<file path="src/verilog/core_glue_pkg.sv">
/*
  Shared types and constants for the core glue logic.
  Holds the bridge, settings, data table and video structs, the bridge
  register map and the read regions. Used by the RTL and the testbench.
*/

`default_nettype none

package core_glue_pkg;

  //////////////////////////////
  // structs
  //////////////////////////////

  typedef struct packed {
    logic [31:0] addr;
    logic        rd;
    logic        wr;
    logic [31:0] wr_data;
  } bridge_req_t;

  typedef struct packed {
    logic [1:0] system;
    logic       cpu_turbo;
    logic       triple_buffer;
    logic [1:0] flickerblend;
    logic [1:0] orientation;
    logic       flip_horizontal;
    logic       fastforward_sound;
  } settings_t;

  // download flags are {colour, black-and-white}
  typedef struct packed {
    logic [1:0] ext_cart_download;
    logic [1:0] bios_download;
    logic       save_download;
    logic       external_reset;
  } load_ctrl_t;

  typedef struct packed {
    logic [9:0]  addr;
    logic        wren;
    logic [31:0] data;
  } datatable_wr_t;

  typedef struct packed {
    logic        hblank;
    logic        vblank;
    logic        hs;
    logic        vs;
    logic        is_vertical;
    logic [23:0] rgb;
  } video_core_t;

  typedef struct packed {
    logic [23:0] rgb;
    logic        de;
    logic        hs;
    logic        vs;
  } video_out_t;

  //////////////////////////////
  // bridge write map
  //////////////////////////////

  localparam logic [31:0] addr_cart_download = 32'h000;
  localparam logic [31:0] addr_is_color_cart = 32'h004;
  localparam logic [31:0] addr_bw_bios       = 32'h008;
  localparam logic [31:0] addr_color_bios    = 32'h00C;
  localparam logic [31:0] addr_save_download = 32'h010;
  localparam logic [31:0] addr_reset         = 32'h050;
  localparam logic [31:0] addr_system        = 32'h100;
  localparam logic [31:0] addr_turbo         = 32'h110;
  localparam logic [31:0] addr_triple_buffer = 32'h200;
  localparam logic [31:0] addr_flickerblend  = 32'h204;
  localparam logic [31:0] addr_orientation   = 32'h208;
  localparam logic [31:0] addr_flip          = 32'h20C;
  localparam logic [31:0] addr_ff_sound      = 32'h300;

  // read regions match the top byte or the top nibble
  localparam logic [7:0] region_cmd   = 8'hF8;
  localparam logic [3:0] region_save  = 4'h2;
  localparam logic [3:0] region_state = 4'h4;

  // data table word holding the slot 3 size
  localparam logic [9:0]  save_slot_table_addr = 10'd7;
  localparam logic [31:0] save_block_bytes     = 32'd512;
  localparam logic [31:0] rtc_extra_bytes      = 32'd12;

  // orientation codes 1 and 3 both mean horizontal
  localparam logic [1:0] orient_auto     = 2'd0;
  localparam logic [1:0] orient_vertical = 2'd2;
  localparam int         slot_orient_bit = 13;

endpackage

`default_nettype wire

</file>
<file path="src/verilog/bridge_settings.sv">
/*
  Settings register file on the host bridge.
  Decodes bridge writes into download flags, user settings and a delayed
  core reset, and muxes read data from the external sources by region.
*/

`default_nettype none

module bridge_settings #(
  parameter logic [31:0] reset_delay_cycles = 32'd1048576
) (
  input  wire                        clk_74a,
  input  wire                        pll_core_locked,
  input  wire core_glue_pkg::bridge_req_t bridge,
  input  wire [31:0]                 cmd_rd_data,
  input  wire [31:0]                 save_rd_data,
  input  wire [31:0]                 state_rd_data,
  output logic [31:0]                bridge_rd_data,
  output core_glue_pkg::settings_t   settings,
  output core_glue_pkg::load_ctrl_t  load_ctrl
);

  import core_glue_pkg::*;

  // download flags
  logic cart_download;
  logic is_color_cart;
  logic bw_bios_download;
  logic color_bios_download;
  logic save_download;

  // remaining cycles of core reset
  logic [31:0] reset_delay;

  //////////////////////////////
  // write decode
  //////////////////////////////

  always_ff @(posedge clk_74a or negedge pll_core_locked) begin
    if (!pll_core_locked) begin
      cart_download       <= 1'b0;
      is_color_cart       <= 1'b0;
      bw_bios_download    <= 1'b0;
      color_bios_download <= 1'b0;
      save_download       <= 1'b0;
      reset_delay         <= '0;
      settings            <= '0;
    end else begin
      if (reset_delay != '0) begin
        reset_delay <= reset_delay - 32'd1;
      end

      if (bridge.wr) begin
        case (bridge.addr)
          addr_cart_download: begin
            cart_download <= bridge.wr_data[0];
          end
          addr_is_color_cart: begin
            is_color_cart <= bridge.wr_data[0];
          end
          addr_bw_bios: begin
            bw_bios_download <= bridge.wr_data[0];
          end
          addr_color_bios: begin
            color_bios_download <= bridge.wr_data[0];
          end
          addr_save_download: begin
            save_download <= bridge.wr_data[0];
          end
          // a new write restarts the count
          addr_reset: begin
            reset_delay <= reset_delay_cycles;
          end
          addr_system: begin
            settings.system <= bridge.wr_data[1:0];
          end
          addr_turbo: begin
            settings.cpu_turbo <= bridge.wr_data[0];
          end
          addr_triple_buffer: begin
            settings.triple_buffer <= bridge.wr_data[0];
          end
          addr_flickerblend: begin
            settings.flickerblend <= bridge.wr_data[1:0];
          end
          addr_orientation: begin
            settings.orientation <= bridge.wr_data[1:0];
          end
          addr_flip: begin
            settings.flip_horizontal <= bridge.wr_data[0];
          end
          addr_ff_sound: begin
            settings.fastforward_sound <= bridge.wr_data[0];
          end
          default: begin
          end
        endcase
      end
    end
  end

  //////////////////////////////
  // load controls
  //////////////////////////////

  // cart flag lands on the colour or the b/w bit
  assign load_ctrl.ext_cart_download = is_color_cart ? {cart_download, 1'b0}
                                                     : {1'b0, cart_download};
  assign load_ctrl.bios_download     = {color_bios_download, bw_bios_download};
  assign load_ctrl.save_download     = save_download;
  assign load_ctrl.external_reset    = (reset_delay != '0);

  //////////////////////////////
  // read mux
  //////////////////////////////

  always_comb begin
    if (bridge.addr[31:24] == region_cmd) begin
      bridge_rd_data = cmd_rd_data;
    end else if (bridge.addr[31:28] == region_save) begin
      bridge_rd_data = save_rd_data;
    end else if (bridge.addr[31:28] == region_state) begin
      bridge_rd_data = state_rd_data;
    end else begin
      bridge_rd_data = '0;
    end
  end

endmodule

`default_nettype wire

</file>
<file path="src/verilog/datatable_writer.sv">
/*
  Keeps the host data table up to date with the save memory size.
  Writes the byte count of data slot 3 to its table word every cycle.
*/

`default_nettype none

module datatable_writer (
  input  wire                          clk_74a,
  input  wire                          pll_core_locked,
  input  wire [11:0]                   save_size,
  input  wire                          has_rtc,
  output core_glue_pkg::datatable_wr_t datatable
);

  import core_glue_pkg::*;

  logic [31:0] save_bytes;

  // save_size counts 512 byte blocks and the rtc adds 12 bytes
  always_comb begin
    save_bytes = 32'(save_size) * save_block_bytes;
    if (has_rtc) begin
      save_bytes = save_bytes + rtc_extra_bytes;
    end
  end

  always_ff @(posedge clk_74a or negedge pll_core_locked) begin
    if (!pll_core_locked) begin
      datatable <= '0;
    end else begin
      datatable.wren <= 1'b1;
      datatable.addr <= save_slot_table_addr;
      datatable.data <= save_bytes;
    end
  end

endmodule

`default_nettype wire

</file>
<file path="src/verilog/video_conditioner.sv">
/*
  Turns core video timing into scaler video.
  Registers pixels and data enable, sends the orientation slot word in the
  first blank cycle, and shapes vsync and a delayed hsync into pulses.
*/

`default_nettype none

module video_conditioner #(
  parameter logic [2:0] hsync_delay = 3'd7
) (
  input  wire                        clk_74a,
  input  wire                        pll_core_locked,
  input  wire core_glue_pkg::video_core_t video_in,
  input  wire [1:0]                  orientation,
  output core_glue_pkg::video_out_t  video_out
);

  import core_glue_pkg::*;

  logic        de;
  logic        de_prev;
  logic        hs_prev;
  logic        vs_prev;
  logic [2:0]  hs_count;
  logic        orient_bit;
  logic [23:0] slot_rgb;

  assign de = ~(video_in.hblank | video_in.vblank);

  // auto follows the core and any other code but 2 is horizontal
  assign orient_bit = (orientation == orient_auto) ? video_in.is_vertical
                                                   : (orientation == orient_vertical);

  always_comb begin
    slot_rgb = '0;
    slot_rgb[slot_orient_bit] = orient_bit;
  end

  //////////////////////////////
  // output register
  //////////////////////////////

  always_ff @(posedge clk_74a or negedge pll_core_locked) begin
    if (!pll_core_locked) begin
      video_out <= '0;
      de_prev   <= 1'b0;
      hs_prev   <= 1'b0;
      vs_prev   <= 1'b0;
      hs_count  <= '0;
    end else begin
      video_out.de <= de;

      if (de) begin
        video_out.rgb <= video_in.rgb;
      end else if (de_prev) begin
        // falling edge of de
        video_out.rgb <= slot_rgb;
      end else begin
        video_out.rgb <= '0;
      end

      // single cycle vsync on the rising edge
      video_out.vs <= video_in.vs & ~vs_prev;

      // hsync pushed back so it never lands on vsync
      if (video_in.hs && !hs_prev) begin
        hs_count <= hsync_delay;
      end else if (hs_count != '0) begin
        hs_count <= hs_count - 3'd1;
      end
      video_out.hs <= (hs_count == 3'd1);

      de_prev <= de;
      hs_prev <= video_in.hs;
      vs_prev <= video_in.vs;
    end
  end

endmodule

`default_nettype wire

</file>
<file path="src/verilog/core_glue_top.sv">
/*
  Top level of the core glue logic on clk_74a.
  Wires the bridge settings, the data table writer and the video
  conditioner together and hands the parameters down.
*/

`default_nettype none

module core_glue_top #(
  parameter logic [31:0] reset_delay_cycles = 32'd1048576,
  parameter logic [2:0]  hsync_delay        = 3'd7
) (
  input  wire                             clk_74a,
  input  wire                             pll_core_locked,

  // host bridge
  input  wire core_glue_pkg::bridge_req_t bridge,
  input  wire [31:0]                      cmd_rd_data,
  input  wire [31:0]                      save_rd_data,
  input  wire [31:0]                      state_rd_data,
  output wire [31:0]                      bridge_rd_data,

  // core side
  input  wire [11:0]                      save_size,
  input  wire                             has_rtc,
  input  wire core_glue_pkg::video_core_t video_in,

  output wire core_glue_pkg::settings_t   settings,
  output wire core_glue_pkg::load_ctrl_t  load_ctrl,
  output wire core_glue_pkg::datatable_wr_t datatable,
  output wire core_glue_pkg::video_out_t  video_out
);

  //////////////////////////////
  // bridge registers
  //////////////////////////////

  bridge_settings #(
    .reset_delay_cycles(reset_delay_cycles)
  ) settings_i (
    .clk_74a        (clk_74a),
    .pll_core_locked(pll_core_locked),
    .bridge         (bridge),
    .cmd_rd_data    (cmd_rd_data),
    .save_rd_data   (save_rd_data),
    .state_rd_data  (state_rd_data),
    .bridge_rd_data (bridge_rd_data),
    .settings       (settings),
    .load_ctrl      (load_ctrl)
  );

  datatable_writer datatable_i (
    .clk_74a        (clk_74a),
    .pll_core_locked(pll_core_locked),
    .save_size      (save_size),
    .has_rtc        (has_rtc),
    .datatable      (datatable)
  );

  //////////////////////////////
  // video
  //////////////////////////////

  video_conditioner #(
    .hsync_delay(hsync_delay)
  ) video_i (
    .clk_74a        (clk_74a),
    .pll_core_locked(pll_core_locked),
    .video_in       (video_in),
    .orientation    (settings.orientation),
    .video_out      (video_out)
  );

endmodule

`default_nettype wire

</file>
<file path="config.mk">
export PLATFORM = sky130hd
export DESIGN_NAME = core_glue_top
export DESIGN_NICKNAME = d
export VERILOG_FILES = /design/src/verilog/core_glue_pkg.sv /design/src/verilog/bridge_settings.sv /design/src/verilog/datatable_writer.sv /design/src/verilog/video_conditioner.sv /design/src/verilog/core_glue_top.sv
export SDC_FILE = /design/constraint.sdc
export NUM_CORES = 1
export LEC_CHECK = 0
export BUFFER_PORTS_ARGS = -buffer_cell sky130_fd_sc_hd__buf_2
export CORE_AREA = 2 2 124 126
export DETAILED_ROUTE_END_ITERATION = 8
export DIE_AREA = 0 0 126 128
export MAX_ROUTING_LAYER = met4
export PLACE_DENSITY = 0.65
export RECOVER_POWER = 100
export SLEW_MARGIN = 20
export SYNTH_ARGS = -nofsm -noshare
export SYNTH_HDL_FRONTEND = slang
export SYNTH_SLANG_ARGS = --single-unit
</file>
<file path="constraint.sdc">
create_clock -name clk_74a -period 2.4 [get_ports clk_74a]
set_input_delay 0.12 -clock clk_74a [delete_from_list [all_inputs] [get_ports clk_74a]]
set_output_delay 0.12 -clock clk_74a [all_outputs]
set_load 0.02 [all_outputs]
</file>
==> summary.md, run 1 <==
| Metric | Value |
|---|---|
| Fmax | `roughly 440 MHz` |
| Wl on met1 | `6.28 mm` |
| CTS tree | `done` |
| Setup Crit Path Kind | `register to register` |
| Top post-synthesis cells by area | `dfrtp_1 48%, a222oi_1 6.6%, buf_4 5.4%` |
| Total gr overflow | `0` |
| DRC | `0` |
| Final Hold Vio Count | `0` |
| Pwr Total | `approximately 0.0036 W` |
| WL met2 | `8.59 mm` |
| Worst EP arrival | `2.56 ns` |
| Slew Limit Headroom | `34.1%` |
| First-pass GRT wire length | `24.4 mm` |
| Boundary pin count | `between 300 and 400` |
| Routed len/inst | `16.2 um` |
| Largest net degree at the start of global routing | `39` |
| Largest family of logic cells by synthesized area | `simple AND/OR/NAND/NOR gates` |
| Gr usage total | `about a fifth` |
| DR top layer | `met4` |
| Area growth, synth to finish | `43.9%` |
| Clock transition at path regs | `around 0.070 ns` |
| Outcome | `completed` |
| Rows | `45` |
| Post-Syn Instances | `475` |
| PD cells | `518 mW/mm2` |
| Antenna Nets Post-Route | `0` |
| Asr flop ratio synth | `between 90% and 100%` |
| Critical Path End Type | `register` |
| Hpwl dp | `12.1 mm` |
| Routed via count | `4830` |
| Share of cells above drive strength 1 | `31.4%` |
| Syn_area_per_cell | `10.2 um2` |
| CTS root buf | `clkbuf_16` |
| Worst setup SP type | `register` |
| Synth Register Bits | `93` |
| Total of max-cap violations | `0` |
| Yosys cell types | `49` |
| Worst-Margin Slew | `about 1 ns` |
| YS warnings | `0` |
| Total core area | `0.0149 mm2` |
| Cell taking the most area after synthesis | `dfrtp_1` |
| Number of synthesized flops with an enable pin | `0` |
| Post-route cell area | `~0.007 mm2` |
| Metal3 WL | `approximately 790 um` |
| Number of fill cells in the layout | `between 1k and 1.5k` |
| Slew Viols, Final | `0` |
| Adder-Cell Fraction of Synth Area | `1.04%` |
| Clock skew | `0.00677 ns` |
| Final min period | `2.29 ns` |
| Synth Area in Compound Gates | `about an eighth` |
| XOR/XNOR share of the synthesized area | `1.63%` |
| Clk sink count | `93` |
| Worst-Skew Late Latency | `around 0.35 ns` |
| TNS Setup | `0 ns` |
| Antenna violations before repair | `1` |
| Die ar. | `0.0161 mm2` |
| Vias/cell | `4.90` |
| Final WL | `15.9 mm` |
| Top-area cell type share of the netlist area | `about half` |
| Post-Synth Simple-Gate Area | `between 20% and 30%` |
| Final Cycle Share | `95.6%` |
| Dominant synthesized flop cell | `dfrtp_1` |
| RSZ-0062 raised after global routing | `false` |
| Register area share after synthesis | `48.2%` |
| Initial core utilization | `32.5%` |
| Vias in the first global route | `4644` |
| Worst EP required | `2.67 ns` |
| Die H | `128 um` |
| Post-synthesis mux area share | `3.91%` |
| Hold Path Class | `primary input to register` |
| Maximum fanout along the worst path | `12` |
| Worst IR drop on VDD | `378 uV` |
| Die X | `126 um` |
| Port Buffers | `267` |
| Max Buffers Root-to-Sink | `2` |
| Gpl congestion | `0.852` |
| Leak | `3.24 nW` |
| Layout net count | `1001` |
| Max H-tree Level | `3` |
| Post-Syn Area | `slightly below 0.005 mm2` |
| Pre-antenna DRT Iters | `8` |
| Setup violators final | `0` |
| Placed cell areas | `0.00635 mm2` |
| CTS Buf Count | `9` |
| Initial DRC Count | `322` |
## cells in the mapped netlist, types with 13 or more instances
library cell / count
or3_1: 13
clkbuf_1: 16
nor3_1: 15
a222oi_1: 32
nand2_1: 22
mux2_2: 15
inv_1: 37
buf_4: 35
and2_1: 26
dfrtp_1: 93
nor2_1: 27
a21oi_1: 20
## worst paths after layout
path | startpoint | end | slack, ns | cells past startpoint
hold / removal | bridge[1] | settings_i.settings[3]$_DFFE_PN0P_ | 0.04 | 2
hold reg to reg | video_i.vs_prev$_DFF_PN0_ | video_i.video_out[0]$_DFF_PN0_ | 0.40 | 1
max in group asynchronous | pll_core_locked | settings_i.reset_delay[16]$_DFF_PN0_ | 0.55 | 3
min in group asynchronous | pll_core_locked | settings_i.reset_delay[5]$_DFF_PN0_ | 0.47 | 2
setup / recovery | settings_i.reset_delay[3]$_DFF_PN0_ | settings_i.reset_delay[23]$_DFF_PN0_ | 0.11 | 5
setup reg to reg | settings_i.reset_delay[3]$_DFF_PN0_ | settings_i.reset_delay[23]$_DFF_PN0_ | 0.11 | 5
## metal layers
metal | vias to the layer above | track usage [%]
met1 | 2321 | 22.9
li1 | 2310 | -
met5 | - | -
met2 | 177 | 35.5
met4 | 0 | 5.43
met3 | 22 | 3.67
## report_power, final
| group | leakage [nW] | switching, W | internal, W |
|---|---|---|---|
| clock network | 0.145 | 0.000617 | 0.000791 |
| logic | 2.00 | 0.000304 | 0.000234 |
| registers | 1.09 | 0.0000242 | 0.00163 |
| total | 3.24 | 0.000946 | 0.00265 |
## state kept, by name, summed over array words and instances, names as in the netlist, 3 cells and up
name / count
datatable_i.datatable: 14
settings_i.reset_delay: 32
settings_i.settings: 10
video_i.hs_count: 3
video_i.video_out: 27
## worst max-delay path, cell delays in order, from the launching register on
cell	delay, ns
dfrtp_1	0.39
or4_1	0.58
a31o_2	0.28
buf_4	0.17
or4_2	0.62
a21oi_1	0.18
## cell usage in the layout, fill, tap and decap left out, drive strengths merged, types with 12 or more instances in the layout
| cell | netlist | final |
|---|---|---|
| or4 | 15 | 15 |
| dlygate4sd3 | 0 | 40 |
| dfrtp | 93 | 93 |
| nand3 | 12 | 12 |
| and2 | 26 | 26 |
| a222oi | 32 | 32 |
| conb | 2 | 26 |
| buf | 38 | 192 |
| inv | 37 | 38 |
| nand2 | 22 | 22 |
| nor3 | 16 | 16 |
| o21ai | 12 | 12 |
| a21oi | 20 | 20 |
| nor2 | 28 | 28 |
| mux2 | 15 | 15 |
| or3 | 16 | 16 |
| clkbuf | 16 | 115 |
## area by class of cell
type	count	area [um2]	share of cell area (%)
Antenna cell	1	2.50	0.0360
Clock buffer	12	267	3.84
Clock inverter	4	30.0	0.432
Inverter	37	139	2.00
Multi-Input combinational cell	315	2120	30.5
Sequential cell	93	2330	33.5
Tap cell	188	235	3.39
Timing Repair Buffer	335	1830	26.3
## per-stage QoR
stage               hold slack, ns  cells  util, %  setup WS, ns
floorplan                   -0.176    499        -         0.250
global placement             0.153    922     42.7         0.148
detailed placement           0.154    922     42.7         0.133
CTS                         0.0330    978     47.4       0.00753
global route                0.0500    984     46.7        0.0139
finish                      0.0426    985     46.7         0.106
## what timing repair did
action | CTS | global route
resized for setup | 1 | 3
endpoints found under the hold margin | 75 | 0
buffers inserted | 0 | 6
hold buffers | 40 | 0
pin swaps | 0 | 2
endpoints found under the setup margin | 1 | 4
gates cloned | 0 | 0
## logic make-up (layout without fill, tap and decap cells)
kind of cell / after synthesis / count (layout)
multiplexers: 17 / 17
flip-flops: 93 / 93
other: 2 / 27
AND/OR/NAND/NOR: 175 / 175
buffers and inverters: 91 / 388
XOR/XNOR: 9 / 9
AO/OA/AOI/OAI: 84 / 84
adder cells (fa/ha/maj): 4 / 4
Note: power is estimated with default switching activity, not from simulation.
==> run 2: changes to the inputs <==
Settings changed: BUFFER_PORTS_ARGS -buffer_cell sky130_fd_sc_hd__buf_2 to -buffer_cell sky130_fd_sc_hd__buf_4, RECOVER_POWER 100 to unset.
==> summary.md, run 2 (same netlist as run 1, synthesis figures left out) <==
| Metric | Value |
|---|---|
| Outcome | `completed` |
| Slew Viols, Final | `0 (unchanged)` |
| Hold_ws | `0.0334 ns (-0.00916 ns)` |
| Worst-Skew Late Latency | `0.35 ns (about the same)` |
| Met3 usage | `3.26% (-0.42 points)` |
| Clock transition at path regs | `0.07 ns (about the same)` |
| Placed cell areas | `0.00700 mm2 (+10%)` |
| Worst path cell trace | `or4_1, a31o_2, buf_12, or4_2, a21oi_1` |
| Gpl congestion | `0.918 (+7.8%)` |
| Max Buffers Root-to-Sink | `2 (unchanged)` |
| Dpl ws | `0.0956 ns (-0.0371 ns)` |
| Worst Path Buf+Inv | `1 (unchanged)` |
| Clock skew | `0.00692 ns (+0.000158 ns)` |
| Commonest non-fill, non-tap cell in the layout | `buf_4` |
| Final WL | `16.6 mm (+4.0%)` |
| R2R Path Start | `settings_i.reset_delay[2]$_DFF_PN0_` |
| Pre-antenna DRT Iters | `7 (-1)` |
| Initial DRC Count | `399 (+24%)` |
| Routed len/inst | `16.9 um (+4.9%)` |
| CTS root buf | `clkbuf_16` |
| Fmax | `431 MHz (-1.1%)` |
| Vias in the first global route | `4903 (+5.6%)` |
| Crit path largest cell delay | `0.61 ns (about the same)` |
| Max reg flops | `32 (unchanged)` |
| Leak | `3.79 nW (+17%)` |
| Final Hold Vio Count | `0 (unchanged)` |
| Slew Limit Headroom | `57.3% (+23 points)` |
| R2r setup slk | `0.08 ns (-0.03 ns)` |
| Area growth, synth to finish | `60.4%` |
| Setup violators final | `0 (unchanged)` |
| Total core area | `0.0149 mm2 (unchanged)` |
| Clk sink count | `93 (unchanged)` |
| Post-route cell area | `0.00774 mm2 (+11%)` |
| Layout net count | `994 (-0.70%)` |
| Max H-tree Level | `3 (unchanged)` |
| Worst setup margin | `0.0800 ns (-0.0256 ns)` |
| Most flops, register | `settings_i.reset_delay` |
| Rows | `45 (unchanged)` |
| Hpwl dp | `12.7 mm (+5.3%)` |
| Min-delay src | `bridge[1]` |
| Worst path slowest cell | `or4_1` |
| Die ar. | `0.0161 mm2 (unchanged)` |
| Worst IR drop on VDD | `410 uV (+8.5%)` |
| Worst EP arrival | `2.59 ns (+0.03 ns)` |
| PD cells | `489 mW/mm2 (-5.5%)` |
| Worst EP required | `2.67 ns (about the same)` |
| Met1 Resource Use GR | `23.4% (+0.51 points)` |
| Worst setup SP type | `register` |
| Boundary pin count | `324 (unchanged)` |
| Leading cell types in the layout, fill and taps excluded | `285 x buf_4, 93 x dfrtp_1, 40 x dlygate4sd3_1` |
| Gr usage total | `20.8% (+0.90 points)` |
| Crit path max-delay family | `simple AND/OR/NAND/NOR gates` |
| Antenna Nets Post-Route | `0 (unchanged)` |
| Maximum fanout along the worst path | `14 (+2)` |
| Total of max-cap violations | `0 (unchanged)` |
| Worst Setup SP | `settings_i.reset_delay[2]$_DFF_PN0_` |
| Initial core utilization | `32.5% (unchanged)` |
| Antenna violations before repair | `0 (-1)` |
| Most Crowded Layer GR | `met2` |
| Port Buffers | `267 (unchanged)` |
| Hold Path Class | `primary input to register` |
| Top Registers | `settings_i.reset_delay: 32 flops, video_i.video_out: 27 flops, datatable_i.datatable: 14 flops` |
| Number of fill cells in the layout | `1348 (-9.7%)` |
| Final Cycle Share | `96.7% (+1.1 points)` |
| Critical Path End Type | `register` |
| Vias/cell | `5.03 (+2.5%)` |
| Setup Crit Path Kind | `register to register` |
| Antenna cells | `0 (-1)` |
| GR Util met2 | `37.0% (+1.5 points)` |
| Worst-Margin Slew | `0.641 ns (-0.348 ns)` |
| DRC | `0 (unchanged)` |
| Final min period | `2.32 ns (+0.0256 ns)` |
| Largest net degree at the start of global routing | `48 (+23%)` |
| Die H | `128 um (unchanged)` |
| CTS Buf Count | `9 (unchanged)` |
| Total gr overflow | `0 (unchanged)` |
| Share of cells above drive strength 1 | `43.1% (+12 points)` |
| CTS tree | `done` |
| Routed via count | `4910 (+1.7%)` |
| First-pass GRT wire length | `25.6 mm (+4.7%)` |
| Die X | `126 um (unchanged)` |
| Core Util, Final | `52.1% (+5.4 points)` |
## run 2: repair_timing
action,CTS,global route
buffers inserted,0,3
setup endpoints to repair,1,3
pin swaps,0,2
gates resized for setup,2,1
hold buffers,40,0
endpoints found under the hold margin,85,0
## run 2: final cells by class
cell class / count / area [um2] / area share, %
Tap cell: 188 / 235 / 3.04
Multi-Input combinational cell: 315 / 2140 / 27.6
Sequential cell: 93 / 2330 / 30.0
Clock buffer: 10 / 239 / 3.09
Inverter: 37 / 139 / 1.79
Clock inverter: 6 / 67.6 / 0.872
Timing Repair Buffer: 328 / 2600 / 33.6
## run 2: power breakdown
part	total [W]	switching, W	internal, W
sequential	0.00165	0.0000265	0.00163
clock	0.00146	0.000623	0.000841
combinational	0.000675	0.000311	0.000363
## run 2: per-stage QoR
step | cells | setup TNS [ns] | total power (W)
floorplan | 499 | 0 | 0.00195
global placement | 918 | 0 | 0.00228
detailed placement | 918 | 0 | 0.00231
CTS | 974 | 0 | 0.00383
global route | 977 | -0.00318 | 0.00396
finish | 977 | 0 | 0.00379
## run 2: worst register-to-register path: stages (launching register included)
cell	delay, ns
dfrtp_1	0.44
or4_1	0.61
a31o_2	0.28
buf_12	0.14
or4_2	0.60
a21oi_1	0.18
## run 2: routing by layer
metal	share of wire (%)	up-vias
met2	55	204
li1	-	2294
met3	5.3	31
met1	37	2381
met5	0	-
met4	2.8	0
## run 2: final timing paths
path	to	depth (start not counted)
setup / recovery	settings_i.reset_delay[23]$_DFF_PN0_	5
hold / removal	settings_i.settings[5]$_DFFE_PN0P_	2
setup reg to reg	settings_i.reset_delay[23]$_DFF_PN0_	5
hold reg to reg	video_i.video_out[0]$_DFF_PN0_	1
max in group asynchronous	settings_i.reset_delay[7]$_DFF_PN0_	3
min in group asynchronous	datatable_i.datatable[19]$_DFF_PN0_	2
==> run 3: changes to the inputs <==
Settings changed: CORE_AREA 2 2 124 126 to 2 2 127 129, DIE_AREA 0 0 126 128 to 0 0 129 131.
Clock period 2.4 ns to 2 ns, I/O delays scaled along.
==> summary.md, run 3 (same netlist as run 1, synthesis figures left out) <==
| Metric | Value |
|---|---|
| Worst EP required | `2.27 ns (-0.40 ns)` |
| Fmax | `470 MHz (+9.1%)` |
| CTS tree | `done` |
| Routed len/inst | `16.5 um (-2.8%)` |
| Setup Crit Path Kind | `register to register` |
| Die ar. | `0.0169 mm2 (+4.8%)` |
| Initial core utilization | `31.0% (-1.5 points)` |
| Gr usage total | `20.4% (-0.33 points)` |
| Dpl cells | `997 (+8.6%)` |
| Die X | `129 um (+2.4%)` |
| Leak | `4.18 nW (+10%)` |
| Max reg flops | `32 (unchanged)` |
| Number of fill cells in the layout | `1375 (+2.0%)` |
| CP dominant cell by count | `or4_4` |
| Commonest non-fill, non-tap cell in the layout | `buf_4` |
| RSZ-0062 raised after global routing | `true` |
| Clock skew | `0.00444 ns (-0.00249 ns)` |
| Antenna Nets Post-Route | `0 (unchanged)` |
| PD cells | `521 mW/mm2 (+6.5%)` |
| Core Util, Final | `54.4% (+2.3 points)` |
| Most flops, register | `settings_i.reset_delay` |
| Setup violators final | `21 (+21)` |
| Final min period | `2.13 ns (-0.193 ns)` |
| Vias in the first global route | `5333 (+8.8%)` |
| Final Hold Vio Count | `0 (unchanged)` |
| Clock transition at path regs | `0.07 ns (about the same)` |
| Vias/cell | `4.80 (-4.6%)` |
| Failing checks | `negative setup slack` |
| Boundary pin count | `324 (unchanged)` |
| Leading cell types in the layout, fill and taps excluded | `331 x buf_4, 92 x dfrtp_1, 40 x dlygate4sd3_1` |
| Worst setup margin | `-0.127 ns (-0.207 ns)` |
| Area growth, synth to finish | `75.8%` |
| Critical Path End Type | `register` |
| Worst path cell trace | `or4_4, or4_4, or4_4, a21oi_2` |
| Layout net count | `1053 (+5.9%)` |
| CTS root buf | `clkbuf_16` |
| Final Cycle Share | `106% (+9.7 points)` |
| DRC | `0 (unchanged)` |
| Worst-Skew Late Latency | `0.35 ns (about the same)` |
| Die H | `131 um (+2.3%)` |
| Initial DRC Count | `304 (-24%)` |
| Max H-tree Level | `3 (unchanged)` |
| Crit path largest cell delay | `0.56 ns (-0.05 ns)` |
| First-pass GRT wire length | `26.1 mm (+1.9%)` |
| Total of max-cap violations | `0 (unchanged)` |
| Hpwl dp | `13.3 mm (+4.2%)` |
| Worst EP arrival | `2.40 ns (-0.19 ns)` |
| Largest net degree at the start of global routing | `48 (unchanged)` |
| Pwr Total | `0.00442 W (+17%)` |
| Total gr overflow | `0 (unchanged)` |
| Outcome | `finished with violations` |
| Port Buffers | `267 (unchanged)` |
| Worst path slowest cell | `or4_4` |
| Top Registers | `settings_i.reset_delay: 32 flops, video_i.video_out: 27 flops, datatable_i.datatable: 14 flops` |
| Pre-antenna DRT Iters | `6 (-1)` |
| Worst IR drop on VDD | `359 uV (-12%)` |
| Final WL | `17.6 mm (+6.1%)` |
| Total core area | `0.0156 mm2 (+4.9%)` |
| Rows | `46 (+2.2%)` |
| Antenna violations before repair | `2 (+2)` |
| Clk sink count | `93 (unchanged)` |
| Hold Path Class | `primary input to register` |
| Dpl ws | `-0.190 ns (-0.286 ns)` |
| Non-filler cells, final | `1066 (+9.1%)` |
| Slew Limit Headroom | `56.0% (-1.3 points)` |
| Maximum fanout along the worst path | `4 (-10)` |
| Share of cells above drive strength 1 | `51.2% (+8.1 points)` |
| CTS Buf Count | `9 (unchanged)` |
| Gpl congestion | `0.924 (+0.65%)` |
| Worst-Margin Slew | `0.660 ns (+0.0195 ns)` |
| Slew Viols, Final | `0 (unchanged)` |
| Worst setup SP type | `register` |
| Max Buffers Root-to-Sink | `2 (unchanged)` |
| Routed via count | `5113 (+4.1%)` |
[run 3: cell count changes in the layout (fill, tap and decap cells not counted), sizes merged, moves of 2 or more]
cell	delta
buf	+56
a31o	+3
diode	+2
inv	+2
[run 3: critical path: cells and delay by family (launching register included)]
family | cells | cell delay, ns
DFF | 1 | 0.38
AOI/OAI and AO/OA | 1 | 0.15
and+or+nand+nor | 3 | 1.53
[run 3: final cells by class]
| type | instances | area (um2) | share of cell area (%) |
|---|---|---|---|
| well taps | 216 | 270 | 3.18 |
| repair buffers | 384 | 3070 | 36.2 |
| multi-input cells | 318 | 2390 | 28.2 |
| clock buffers | 9 | 225 | 2.65 |
| diodes | 2 | 5.00 | 0.0590 |
| clock inverters | 7 | 55.1 | 0.649 |
| inverters | 37 | 139 | 1.64 |
| flip-flops and latches | 93 | 2330 | 27.4 |
[run 3: what timing repair did]
| action | CTS | global route |
|---|---|---|
| pin swaps | 16 | 20 |
| hold buffers | 40 | 0 |
| setup buffers | 5 | 5 |
| gates cloned | 1 | 2 |
| resized for setup | 20 | 41 |
| hold endpoints to repair | 86 | 0 |
| endpoints found under the setup margin | 28 | 33 |
[run 3: metrics by stage]
step                TNS [ns]  area (um2)  hold slack, ns
floorplan             -0.504        4950          -0.196
global placement       -2.42        7460           0.169
detailed placement     -2.94        7460           0.178
CTS                    -2.67        8280         0.00397
global route           -3.40        8490         0.00691
finish                -0.876        8490          0.0125
[run 3: worst paths after layout]
path	startpoint	endpoint	slack (ns)	depth (start not counted)
hold reg to reg	video_i.vs_prev$_DFF_PN0_	video_i.video_out[0]$_DFF_PN0_	0.41	1
max in group asynchronous	pll_core_locked	settings_i.reset_delay[27]$_DFF_PN0_	0.99	3
min in group asynchronous	pll_core_locked	datatable_i.datatable[19]$_DFF_PN0_	0.34	2
hold / removal	bridge[1]	settings_i.settings[9]$_DFFE_PN0P_	0.01	2
setup / recovery	settings_i.reset_delay[24]$_DFF_PN0_	settings_i.reset_delay[31]$_DFF_PN0_	-0.13	4
setup reg to reg	settings_i.reset_delay[24]$_DFF_PN0_	settings_i.reset_delay[31]$_DFF_PN0_	-0.13	4
[run 3: power by group]
group	switching [W]	total, W	internal, W
clock network	0.000768	0.00163	0.000861
registers	0.0000331	0.00198	0.00195
logic	0.000374	0.000812	0.000438
[run 3: metal layers]
layer / share of wire [%] / up-vias / wire [um] / GRT usage, %
met3: 4.9 / 32 / 855 / 4.03
met5: 0 / - / 0 / -
met1: 37 / 2467 / 6540 / 21.7
met2: 56 / 197 / 9770 / 37.8
li1: - / 2417 / - / -
met4: 2.3 / 0 / 412 / 7.35
